### config.mk
export PLATFORM = sky130hd
export DESIGN_NAME = fxmac_top
export DESIGN_NICKNAME = d
export VERILOG_FILES = /design/src/source/fxmac_pkg.sv /design/src/source/frac_mult_stage.sv /design/src/source/sample_fifo.sv /design/src/source/mac_accumulator.sv /design/src/source/fxmac_top.sv
export SDC_FILE = /design/constraint.sdc
export NUM_CORES = 1
export LEC_CHECK = 0
export ABC_AREA = 0
export BUFFER_PORTS_ARGS = -buffer_cell sky130_fd_sc_hd__buf_2
export CORE_AREA = 4 4 189 191
export CTS_BUF_LIST = sky130_fd_sc_hd__clkbuf_4 sky130_fd_sc_hd__clkbuf_8 sky130_fd_sc_hd__clkbuf_16
export DETAILED_ROUTE_END_ITERATION = 6
export DIE_AREA = 0 0 193 195
export PLACE_DENSITY = 0.57
export RECOVER_POWER = 100
export SLEW_MARGIN = 20
export SYNTH_ARGS = -nofsm -noshare
export SYNTH_HDL_FRONTEND = slang
export SYNTH_HIERARCHICAL = 1
export SYNTH_SLANG_ARGS = --single-unit
export TNS_END_PERCENT = 100
### constraint.sdc
create_clock -name clk -period 8.1 [get_ports clk]
set_input_delay 1.215 -clock clk [delete_from_list [all_inputs] [get_ports clk]]
set_output_delay 1.215 -clock clk [all_outputs]
set_load 0.01 [all_outputs]
### src/source/fxmac_pkg.sv
package fxmac_pkg;

  // operand and product widths
  localparam int OPERAND_W = 16;
  localparam int PRODUCT_W = 16;
  localparam int ACC_W = 24;

  // signed input operand, used for both a and b
  typedef logic signed [OPERAND_W-1:0] operand_t;

  // exact product before realignment
  typedef logic signed [2*OPERAND_W-1:0] full_product_t;

  // product realigned to the output fractional format
  typedef logic signed [PRODUCT_W-1:0] product_t;

  // block accumulator, 8 guard bits cover 256 products
  typedef logic signed [ACC_W-1:0] acc_t;

  // saturated block sum
  typedef logic signed [PRODUCT_W-1:0] result_t;

  typedef enum logic {
    summing,
    holding
  } acc_state_e;

endpackage

### src/source/frac_mult_stage.sv
module frac_mult_stage #(
  parameter int FRAC_BITS_A = 4,
  parameter int FRAC_BITS_B = 4,
  parameter int FRAC_BITS_OUT = 8
) (
  input  logic                clk,
  input  logic                reset,
  input  logic                in_valid,
  output logic                in_ready,
  input  fxmac_pkg::operand_t in_a,
  input  fxmac_pkg::operand_t in_b,
  output logic                prod_valid,
  input  logic                prod_ready,
  output fxmac_pkg::product_t prod_data
);

  // binary point moves by this many bits from product to output
  localparam int SHIFT = FRAC_BITS_A + FRAC_BITS_B - FRAC_BITS_OUT;

  fxmac_pkg::full_product_t full_product;
  fxmac_pkg::full_product_t aligned_product;
  logic                     accept;

  // exact signed product of the operand pair
  assign full_product = in_a * in_b;

  // arithmetic shift keeps the sign, low bits are kept below (wraps)
  assign aligned_product = full_product >>> SHIFT;

  // output register empty or draining this cycle
  assign in_ready = !prod_valid || prod_ready;
  assign accept = in_valid && in_ready;

  always_ff @(posedge clk) begin
    if (reset) begin
      prod_valid <= 1'b0;
    end else if (in_ready) begin
      prod_valid <= in_valid;
    end
  end

  always_ff @(posedge clk) begin
    if (accept) begin
      prod_data <= aligned_product[fxmac_pkg::PRODUCT_W-1:0];
    end
  end

  // a stalled product must not change or disappear before the FIFO takes it
  a_prod_stable: assert property (
    @(posedge clk) disable iff (reset)
    prod_valid && !prod_ready |=> prod_valid && $stable(prod_data)
  ) else $error("frac_mult_stage: prod_data changed under back-pressure");

  // output format may not carry more fraction bits than the raw product
  a_shift_non_negative: assert property (
    @(posedge clk) SHIFT >= 0
  ) else $error("frac_mult_stage: negative realignment shift");

endmodule

### src/source/sample_fifo.sv
module sample_fifo #(
  parameter int FIFO_DEPTH = 8
) (
  input  logic                clk,
  input  logic                reset,
  input  logic                prod_valid,
  output logic                prod_ready,
  input  fxmac_pkg::product_t prod_data,
  output logic                fifo_valid,
  input  logic                fifo_ready,
  output fxmac_pkg::product_t fifo_data
);

  localparam int PTR_W = $clog2(FIFO_DEPTH);

  fxmac_pkg::product_t mem [FIFO_DEPTH];

  logic [PTR_W-1:0] wr_ptr;
  logic [PTR_W-1:0] rd_ptr;
  logic [PTR_W:0]   count;
  logic             full;
  logic             wr_en;
  logic             rd_en;

  assign full = (count == (PTR_W + 1)'(FIFO_DEPTH));
  assign fifo_valid = (count != '0);

  // a read in the same cycle frees the slot, so a full FIFO still accepts
  assign prod_ready = !full || fifo_ready;

  assign wr_en = prod_valid && prod_ready;
  assign rd_en = fifo_valid && fifo_ready;

  // output reads straight from the head entry
  assign fifo_data = mem[rd_ptr];

  always_ff @(posedge clk) begin
    if (wr_en) begin
      mem[wr_ptr] <= prod_data;
    end
  end

  // pointers wrap on their own since depth is a power of two
  always_ff @(posedge clk) begin
    if (reset) begin
      wr_ptr <= '0;
      rd_ptr <= '0;
      count  <= '0;
    end else begin
      if (wr_en) begin
        wr_ptr <= wr_ptr + 1'b1;
      end
      if (rd_en) begin
        rd_ptr <= rd_ptr + 1'b1;
      end
      case ({wr_en, rd_en})
        2'b10:   count <= count + 1'b1;
        2'b01:   count <= count - 1'b1;
        default: count <= count;
      endcase
    end
  end

  a_count_bound: assert property (
    @(posedge clk) disable iff (reset)
    count <= (PTR_W + 1)'(FIFO_DEPTH)
  ) else $error("sample_fifo: occupancy above depth");

  // a read from empty would wrap the count to all ones
  a_no_read_empty: assert property (
    @(posedge clk) disable iff (reset)
    count == '0 |=> count <= 1
  ) else $error("sample_fifo: read while empty");

endmodule

### src/source/mac_accumulator.sv
module mac_accumulator #(
  parameter int BLOCK_LEN = 4
) (
  input  logic                clk,
  input  logic                reset,
  input  logic                fifo_valid,
  output logic                fifo_ready,
  input  fxmac_pkg::product_t fifo_data,
  output logic                result_valid,
  input  logic                result_ready,
  output fxmac_pkg::result_t  result_data
);

  // counter holds 0 .. BLOCK_LEN-1
  localparam int CNT_W = $clog2(BLOCK_LEN + 1);

  // 16-bit signed limits in accumulator width
  localparam fxmac_pkg::acc_t SAT_MAX = 24'sd32767;
  localparam fxmac_pkg::acc_t SAT_MIN = -24'sd32768;

  fxmac_pkg::acc_state_e state;
  fxmac_pkg::acc_t       acc;
  fxmac_pkg::acc_t       acc_next;
  fxmac_pkg::result_t    sat_sum;
  logic [CNT_W-1:0]      cnt;
  logic                  accept;
  logic                  last;

  assign fifo_ready = (state == fxmac_pkg::summing);
  assign result_valid = (state == fxmac_pkg::holding);

  assign accept = fifo_valid && fifo_ready;
  assign last = (cnt == CNT_W'(BLOCK_LEN - 1));

  // sign-extend the product into the accumulator width
  assign acc_next = acc + fxmac_pkg::acc_t'(fifo_data);

  // clamp the finished sum
  always_comb begin
    if (acc_next > SAT_MAX) begin
      sat_sum = SAT_MAX[fxmac_pkg::PRODUCT_W-1:0];
    end else if (acc_next < SAT_MIN) begin
      sat_sum = SAT_MIN[fxmac_pkg::PRODUCT_W-1:0];
    end else begin
      sat_sum = acc_next[fxmac_pkg::PRODUCT_W-1:0];
    end
  end

  always_ff @(posedge clk) begin
    if (reset) begin
      state <= fxmac_pkg::summing;
      acc   <= '0;
      cnt   <= '0;
    end else begin
      case (state)
        fxmac_pkg::summing: begin
          if (accept && last) begin
            // block done, start the next one from zero
            acc   <= '0;
            cnt   <= '0;
            state <= fxmac_pkg::holding;
          end else if (accept) begin
            acc <= acc_next;
            cnt <= cnt + 1'b1;
          end
        end
        fxmac_pkg::holding: begin
          if (result_ready) begin
            state <= fxmac_pkg::summing;
          end
        end
        default: state <= fxmac_pkg::summing;
      endcase
    end
  end

  always_ff @(posedge clk) begin
    if (accept && last) begin
      result_data <= sat_sum;
    end
  end

  a_result_stable: assert property (
    @(posedge clk) disable iff (reset)
    result_valid && !result_ready |=> result_valid && $stable(result_data)
  ) else $error("mac_accumulator: result_data changed while waiting");

endmodule

### src/source/fxmac_top.sv
module fxmac_top #(
  parameter int FRAC_BITS_A = 4,
  parameter int FRAC_BITS_B = 4,
  parameter int FRAC_BITS_OUT = 8,
  parameter int FIFO_DEPTH = 8,
  parameter int BLOCK_LEN = 4
) (
  input  logic                clk,
  input  logic                reset,
  input  logic                in_valid,
  output logic                in_ready,
  input  fxmac_pkg::operand_t in_a,
  input  fxmac_pkg::operand_t in_b,
  output logic                result_valid,
  input  logic                result_ready,
  output fxmac_pkg::result_t  result_data
);

  // multiplier to FIFO
  logic                prod_valid;
  logic                prod_ready;
  fxmac_pkg::product_t prod_data;

  // FIFO to accumulator
  logic                fifo_valid;
  logic                fifo_ready;
  fxmac_pkg::product_t fifo_data;

  frac_mult_stage #(
    .FRAC_BITS_A   (FRAC_BITS_A),
    .FRAC_BITS_B   (FRAC_BITS_B),
    .FRAC_BITS_OUT (FRAC_BITS_OUT)
  ) u_mult (
    .clk        (clk),
    .reset      (reset),
    .in_valid   (in_valid),
    .in_ready   (in_ready),
    .in_a       (in_a),
    .in_b       (in_b),
    .prod_valid (prod_valid),
    .prod_ready (prod_ready),
    .prod_data  (prod_data)
  );

  sample_fifo #(
    .FIFO_DEPTH (FIFO_DEPTH)
  ) u_fifo (
    .clk        (clk),
    .reset      (reset),
    .prod_valid (prod_valid),
    .prod_ready (prod_ready),
    .prod_data  (prod_data),
    .fifo_valid (fifo_valid),
    .fifo_ready (fifo_ready),
    .fifo_data  (fifo_data)
  );

  mac_accumulator #(
    .BLOCK_LEN (BLOCK_LEN)
  ) u_acc (
    .clk          (clk),
    .reset        (reset),
    .fifo_valid   (fifo_valid),
    .fifo_ready   (fifo_ready),
    .fifo_data    (fifo_data),
    .result_valid (result_valid),
    .result_ready (result_ready),
    .result_data  (result_data)
  );

endmodule

Word-level counts from Yosys, hierarchy flattened
Memories as Yosys holds them, arrays and structs flattened. A register that Yosys moved wholly into a read port is not among the register bits.
Cells that the tools add are included.
Cells by class
  $add $sub $neg: 6
  $mul: 1
  $lt $le $gt $ge: 2
  eq/ne operators: 4
  mux-type cells: 13
  bitwise logic cells: 1
  reduce and logical (&&, ||, !) cells: 12
Operator list (count)
  24-bit 2-to-1 mux: 2
  24-bit by 16-bit adder with 24-bit output: 1
  24-bit by 16-bit greater-than comparator with 1-bit output, second input constant: 1
  24-bit by 16-bit < comparator with 1-bit output, second input constant: 1
  16-bit by 16-bit multiplier with 16-bit output: 1
  16-bit 2-to-1 mux: 1
  3-bit 2-to-1 mux: 4
  3-bit by 1-bit adder with 3-bit output, second input constant: 3
  4-bit case mux with 2 select lines: 1
  4-bit by 1-bit adder with 4-bit output, second input constant: 1
  4-bit == test, second input constant: 1
  1-bit logical AND: 4
  1-bit 2-to-1 mux: 4
  2-bit nonzero test: 2
  4-bit nonzero test: 1
  4-bit by 1-bit subtractor with 4-bit output, second input constant: 1
  3-bit by 2-bit == test with 1-bit output, second input constant: 1
  2-bit by 1-bit == test with 1-bit output, second input constant: 1
  2-bit == test, second input constant: 1
  1-bit logical NOT: 2
  1-bit logical OR: 2
  1-bit case mux with 2 select lines: 1
  2-bit AND reduction: 1
  1-bit inverter: 1
Storage, ports and cells
  flip-flop bits (word level): 71
  RAM bits: 128
  bits of input ports: 36
  output and inout port bits: 18
  word-level logic and storage cells: 49
  memories kept: 1
Memory list
  u_fifo.mem: depth 8, width 16, rd ports 1, clocked after Yosys merged registers in 1, wr ports 1, line sample_fifo.sv:16  | fxmac_pkg::product_t mem [FIFO_DEPTH];

Depth between registers and ports, before layout
  depth after elaboration: 6
  depth in mapped cells: 20
  mapped depth without buffers: 19

Modules after synthesis
Netlist, hierarchy kept.
By module, submodules not included
  sample_fifo: instances 1, cells an instance 260, area an instance 5590.4 um2, seq. area each 4103.9 um2
  frac_mult_stage: instances 1, cells an instance 513, area an instance 4712.0 um2, seq. area each 500.5 um2
  mac_accumulator: instances 1, cells an instance 348, area an instance 3094.2 um2, seq. area each 1041.0 um2

Worst setup path after synthesis
OpenSTA, ideal clock, no wires.
  path type: in2reg
  start point: input in_a[4]
  end point: register u_mult.prod_data[15], data pin
  library setup time: 0.267 ns
  arrival: 5.897 ns
  setup slack: 1.936 ns
  cell stages on the path: 18
  path buffers: 1
  cell sequence: clkbuf_1 and2_1 fa_1 inv_1 fa_1 fa_1 inv_1 ha_1 fa_1 inv_1 fa_1 inv_1 ha_1 a2111oi_0 o21ai_0 o21a_1 a221oi_1 xor2_1
On the way
  cells in the longest elaborated chain, start to end: 1
Ends and longest elaborated chain
  from (decl): line fxmac_top.sv:12  | input fxmac_pkg::operand_t in_a,
  16-bit by 16-bit multiplier with 16-bit output: line frac_mult_stage.sv:25  | assign full_product = in_a * in_b;
  net u_mult.aligned_product[15]: line frac_mult_stage.sv:21  | fxmac_pkg::full_product_t aligned_product;
  to (signal assigned): line frac_mult_stage.sv:44  | prod_data <= aligned_product[fxmac_pkg::PRODUCT_W-1:0];
  to (decl): line frac_mult_stage.sv:14  | output fxmac_pkg::product_t prod_data
The timed path passes the listed nets, and every way through them passes these cells.
A chain may end at the register's enable or synchronous reset.

Final worst setup path
  start point: input in_a[0]
  end point: register u_mult.prod_data[15], data pin
The elaborated chain is that of the path after synthesis.

==> impl_metrics.py <==
metrics = {
    "status": {
        "status": "finished, violations left",
        "failed_checks": "capacitance limit, slew limit",
    },
    "timing": {
        "hold_slack_ns": 0.463,
        "fin_worst_skew_ns": 0.0216,
        "finalCritPeriodShare_pct": 75.0,
        "hold_violations": 0,
        "fin_tns_setup_ns": 0,
        "setup_viol": 0,
        "relSlewSlack_pct": -27.6,
        "tightestPinTransition_ns": 1.91,
        "fmax_mhz": 165,
        "rsz0062_at_grt": "no",
        "period_minus_slack_ns": 6.08,
        "slew_viol_final": 42,
    },
    "logic_synthesis": {
        "synth_edf_count": 160,
        "synth_ff_type": "edfxtp_1",
        "yosysTopAreaCellShare_pct": 35.9,
        "yosys_warnings": 6,
        "synth.distinct_cells": 87,
        "synth.largest_area_cell": "edfxtp_1",
        "synth_fp_nets": 1328,
        "synth-seq-area-share_pct": 42.1,
        "synth_area_leaders": "edfxtp_1, fa_1, ha_1",
        "syn_area_sq_um": 13400,
        "synth_area_per_cell_sq_um": 12.0,
        "synthCells": 1121,
        "ys_ff_latch": 202,
        "async_flop_share_pct": 0,
    },
    "drt": {
        "drt_iter0_drc": 265,
        "num_vias": 8139,
        "wl_per_cell_microns": 16.7,
        "drc": 0,
        "maxUsedRoutingLayer": "met4",
        "wl_met1_microns": 11900,
        "wl_met2_microns": 13900,
        "ant_nets": 0,
        "drt_pass1_iterations": 7,
        "routed_wirelength_microns": 27300,
        "via_per_inst": 4.97,
        "dr_wl_met3_microns": 865,
    },
    "grt": {
        "grt_pass1_wl_microns": 44600,
        "grt_max_degree": 48,
        "grt_pass1_vias": 8763,
        "antenna_found_initial": 0,
        "overflow": 0,
        "track_usage_pct": 14.6,
    },
    "layout": {
        "multi_input_area_sq_um": 6910,
        "stdcell_count": 1637,
        "drive_above_1_share_pct": 10.7,
        "antennaDiodeCount": 0,
        "fill_cells": 3220,
        "nets": 1374,
        "final-seq-area_sq_um": 5650,
        "final_core_util_pct": 43.0,
        "syn2layout_area_growth_pct": 9.48,
    },
    "critical_path": {
        "critPathSlowestCell": "clkbuf_1",
        "critPathMaxFanout": 16,
        "cpMostUsedCell": "inv_1",
        "endpoint": "u_mult/prod_data[15]",
        "rr_endpoint": "u_acc/result_data[10]",
        "cp.arrival_ns": 6.31,
        "ff2ff_path_depth": 12,
        "crit_chain": "clkbuf_1, nand2_1, fa_1, inv_1, ha_1, inv_1, fa_1, inv_1, ha_1, fa_1, inv_1, fa_1, inv_1, ha_1, a2111oi_0, o21ai_0, o21a_1, a221oi_1, xor2_1",
        "critPathLaunchType": "input port",
        "endpoint_kind": "flip-flop",
        "required_ns": 8.33,
        "crit_path_start": "in_a[0]",
        "critPathMaxStageDelay_ns": 0.57,
        "crit_type": "in2reg",
        "reg2reg_slack_ns": 2.03,
    },
    "clock_network": {
        "postCtsResizedCells": 0,
        "clk_pin_slew_worst_paths_ns": 0.06,
        "hold_buffers": 0,
        "clock_latency_ns": 0.50,
        "cts_tree": "built",
        "cts_num_sinks": 202,
        "cts_max_level": 1,
        "post-cts-setup-buffers": 0,
        "root_buffer": "clkbuf_16",
        "cts_buffers": 21,
        "clockBufferDepth": 3,
    },
    "power_and_ir_drop": {
        "leakagePower_nw": 5.94,
        "p_total_mw": 5.55,
        "peakVddDrop_uv": 310,
        "powerDensity_nw_per_um2": 379,
    },
    "placed_design": {
        "gp_congestion": 0.838,
        "dp_hpwl_microns": 19800,
        "numPortBuffers": 53,
        "dp.cells": 1599,
    },
    "min_path": {
        "hp-class": "reg2reg",
    },
    "die": {
        "coreArea_sq_um": 34100,
        "fp.dieW_microns": 193,
        "ios": 54,
        "initial_core_util_pct": 39.3,
        "rows": 68,
        "die_h_microns": 195,
        "die_area_sq_um": 37600,
    },
    "flow_run": {
        "max_cap_viol_count": 1,
    },
}
==> stage by stage <==
step           cell area (sq um)  worst slack (ns)
6_report                   14700              2.02
5_1_grt                    14700              1.57
4_1_cts                    14800              2.15
3_5_place_dp               14100              1.61
3_3_place_gp               14100              1.76
2_1_floorplan              13400              1.94
==> Yosys cell counts (5+ instances only) <==
cell type	number
a21o_1	12
a21oi_1	51
and2_1	62
buf_6	8
clkbuf_1	23
dfxtp_1	42
edfxtp_1	160
fa_1	80
ha_1	91
inv_1	141
mux2_2	18
mux4_1	28
nand2_1	99
nand2b_1	7
nand3_1	10
nand4_1	5
nor2_1	48
nor2b_1	5
nor3_1	28
o21ai_0	18
o21ai_1	7
o21ai_2	8
or3_1	6
xnor2_1	38
xor2_1	24
==> kinds of logic (layout without fill, tap and decap cells) <==
family | count (synthesis) | in the layout | share of synthesized area (%)
buffers and inverters | 183 | 244 | 5.72
AND/OR/NAND/NOR | 301 | 301 | 11.6
multiplexers | 52 | 52 | 7.83
flip-flops | 202 | 202 | 42.1
XOR/XNOR | 64 | 64 | 4.34
AO/OA/AOI/OAI | 148 | 148 | 7.95
adder cells (fa/ha/maj) | 171 | 171 | 20.5
==> critical path, delay by kind of cell <==
family	cells	cell delay, ns
xor+xnor	1	0.10
compound gates	4	1.12
simple gates	1	0.18
buf+inv	6	0.82
fa+ha+maj	7	2.86
==> flip-flops by register name, indices dropped and copies added (netlist names), named ones only <==
signal              flops
u_fifo/rd_ptr           3
u_mult/prod_data       16
u_fifo/mem            128
u_acc/acc              24
u_acc/result_valid      1
u_acc/result_data      16
u_fifo/wr_ptr           3
u_acc/cnt               3
u_mult/prod_valid       1
u_fifo/count            4
==> area by class of cell <==
cell class	instances	share of cell area, %
tap	455	3.88
clock inverter	12	1.03
inverter	141	3.61
timing repair buffer	65	2.02
clock buffer	26	3.88
sequential	202	38.5
multi-input combinational	736	47.1
==> routing by layer <==
layer	vias up	global-route usage [%]
li1	3982	-
met5	-	0
met3	37	1.47
met1	3973	18.8
met2	147	26.4
met4	0	3.41
==> worst min-delay path by stage <==
stage / slack (ns) / endpoint / start / cells past startpoint
floorplan: 0.44 / u_acc/acc[20] / u_acc/acc[20] / 2
global placement: 0.45 / u_acc/acc[20] / u_acc/acc[20] / 2
detailed placement: 0.46 / u_acc/acc[20] / u_acc/acc[20] / 2
CTS: 0.46 / u_acc/acc[20] / u_acc/acc[20] / 2
global route: 0.49 / u_acc/cnt[1] / u_acc/cnt[1] / 2
finish: 0.46 / u_acc/acc[20] / u_acc/acc[20] / 2
==> placed cells by master, fill, tap and decap left out, types with 4 or more instances in the layout <==
cell type,netlist,routed
nor2_1,48,48
dfxtp_1,42,42
a211oi_1,2,4
buf_2,1,33
mux2_2,18,16
clkinv_2,0,4
xor2_1,24,25
nand4_1,5,5
o21a_1,4,4
edfxtp_1,160,160
or3_1,6,6
nor3_1,28,26
ha_1,91,91
o21ai_0,18,30
a22oi_1,4,4
inv_1,141,141
o21bai_1,4,5
a21o_1,12,12
and2_2,4,4
mux4_1,28,28
mux4_2,4,4
xnor2_1,38,38
clkbuf_16,0,21
or2_2,3,4
nor2b_1,5,5
nand2_1,99,99
clkbuf_1,23,29
nand3_1,10,10
o211ai_1,4,6
and2_0,0,7
clkbuf_4,0,4
and2_1,62,55
fa_1,80,80
nand2b_1,7,7
a21oi_1,51,51
==> where the power goes <==
part	internal, mW	switching, mW
Combinational	1.30	1.69
Clock	0.601	0.390
Sequential	1.43	0.145
No activity file was read; power rests on OpenSTA's default activity.
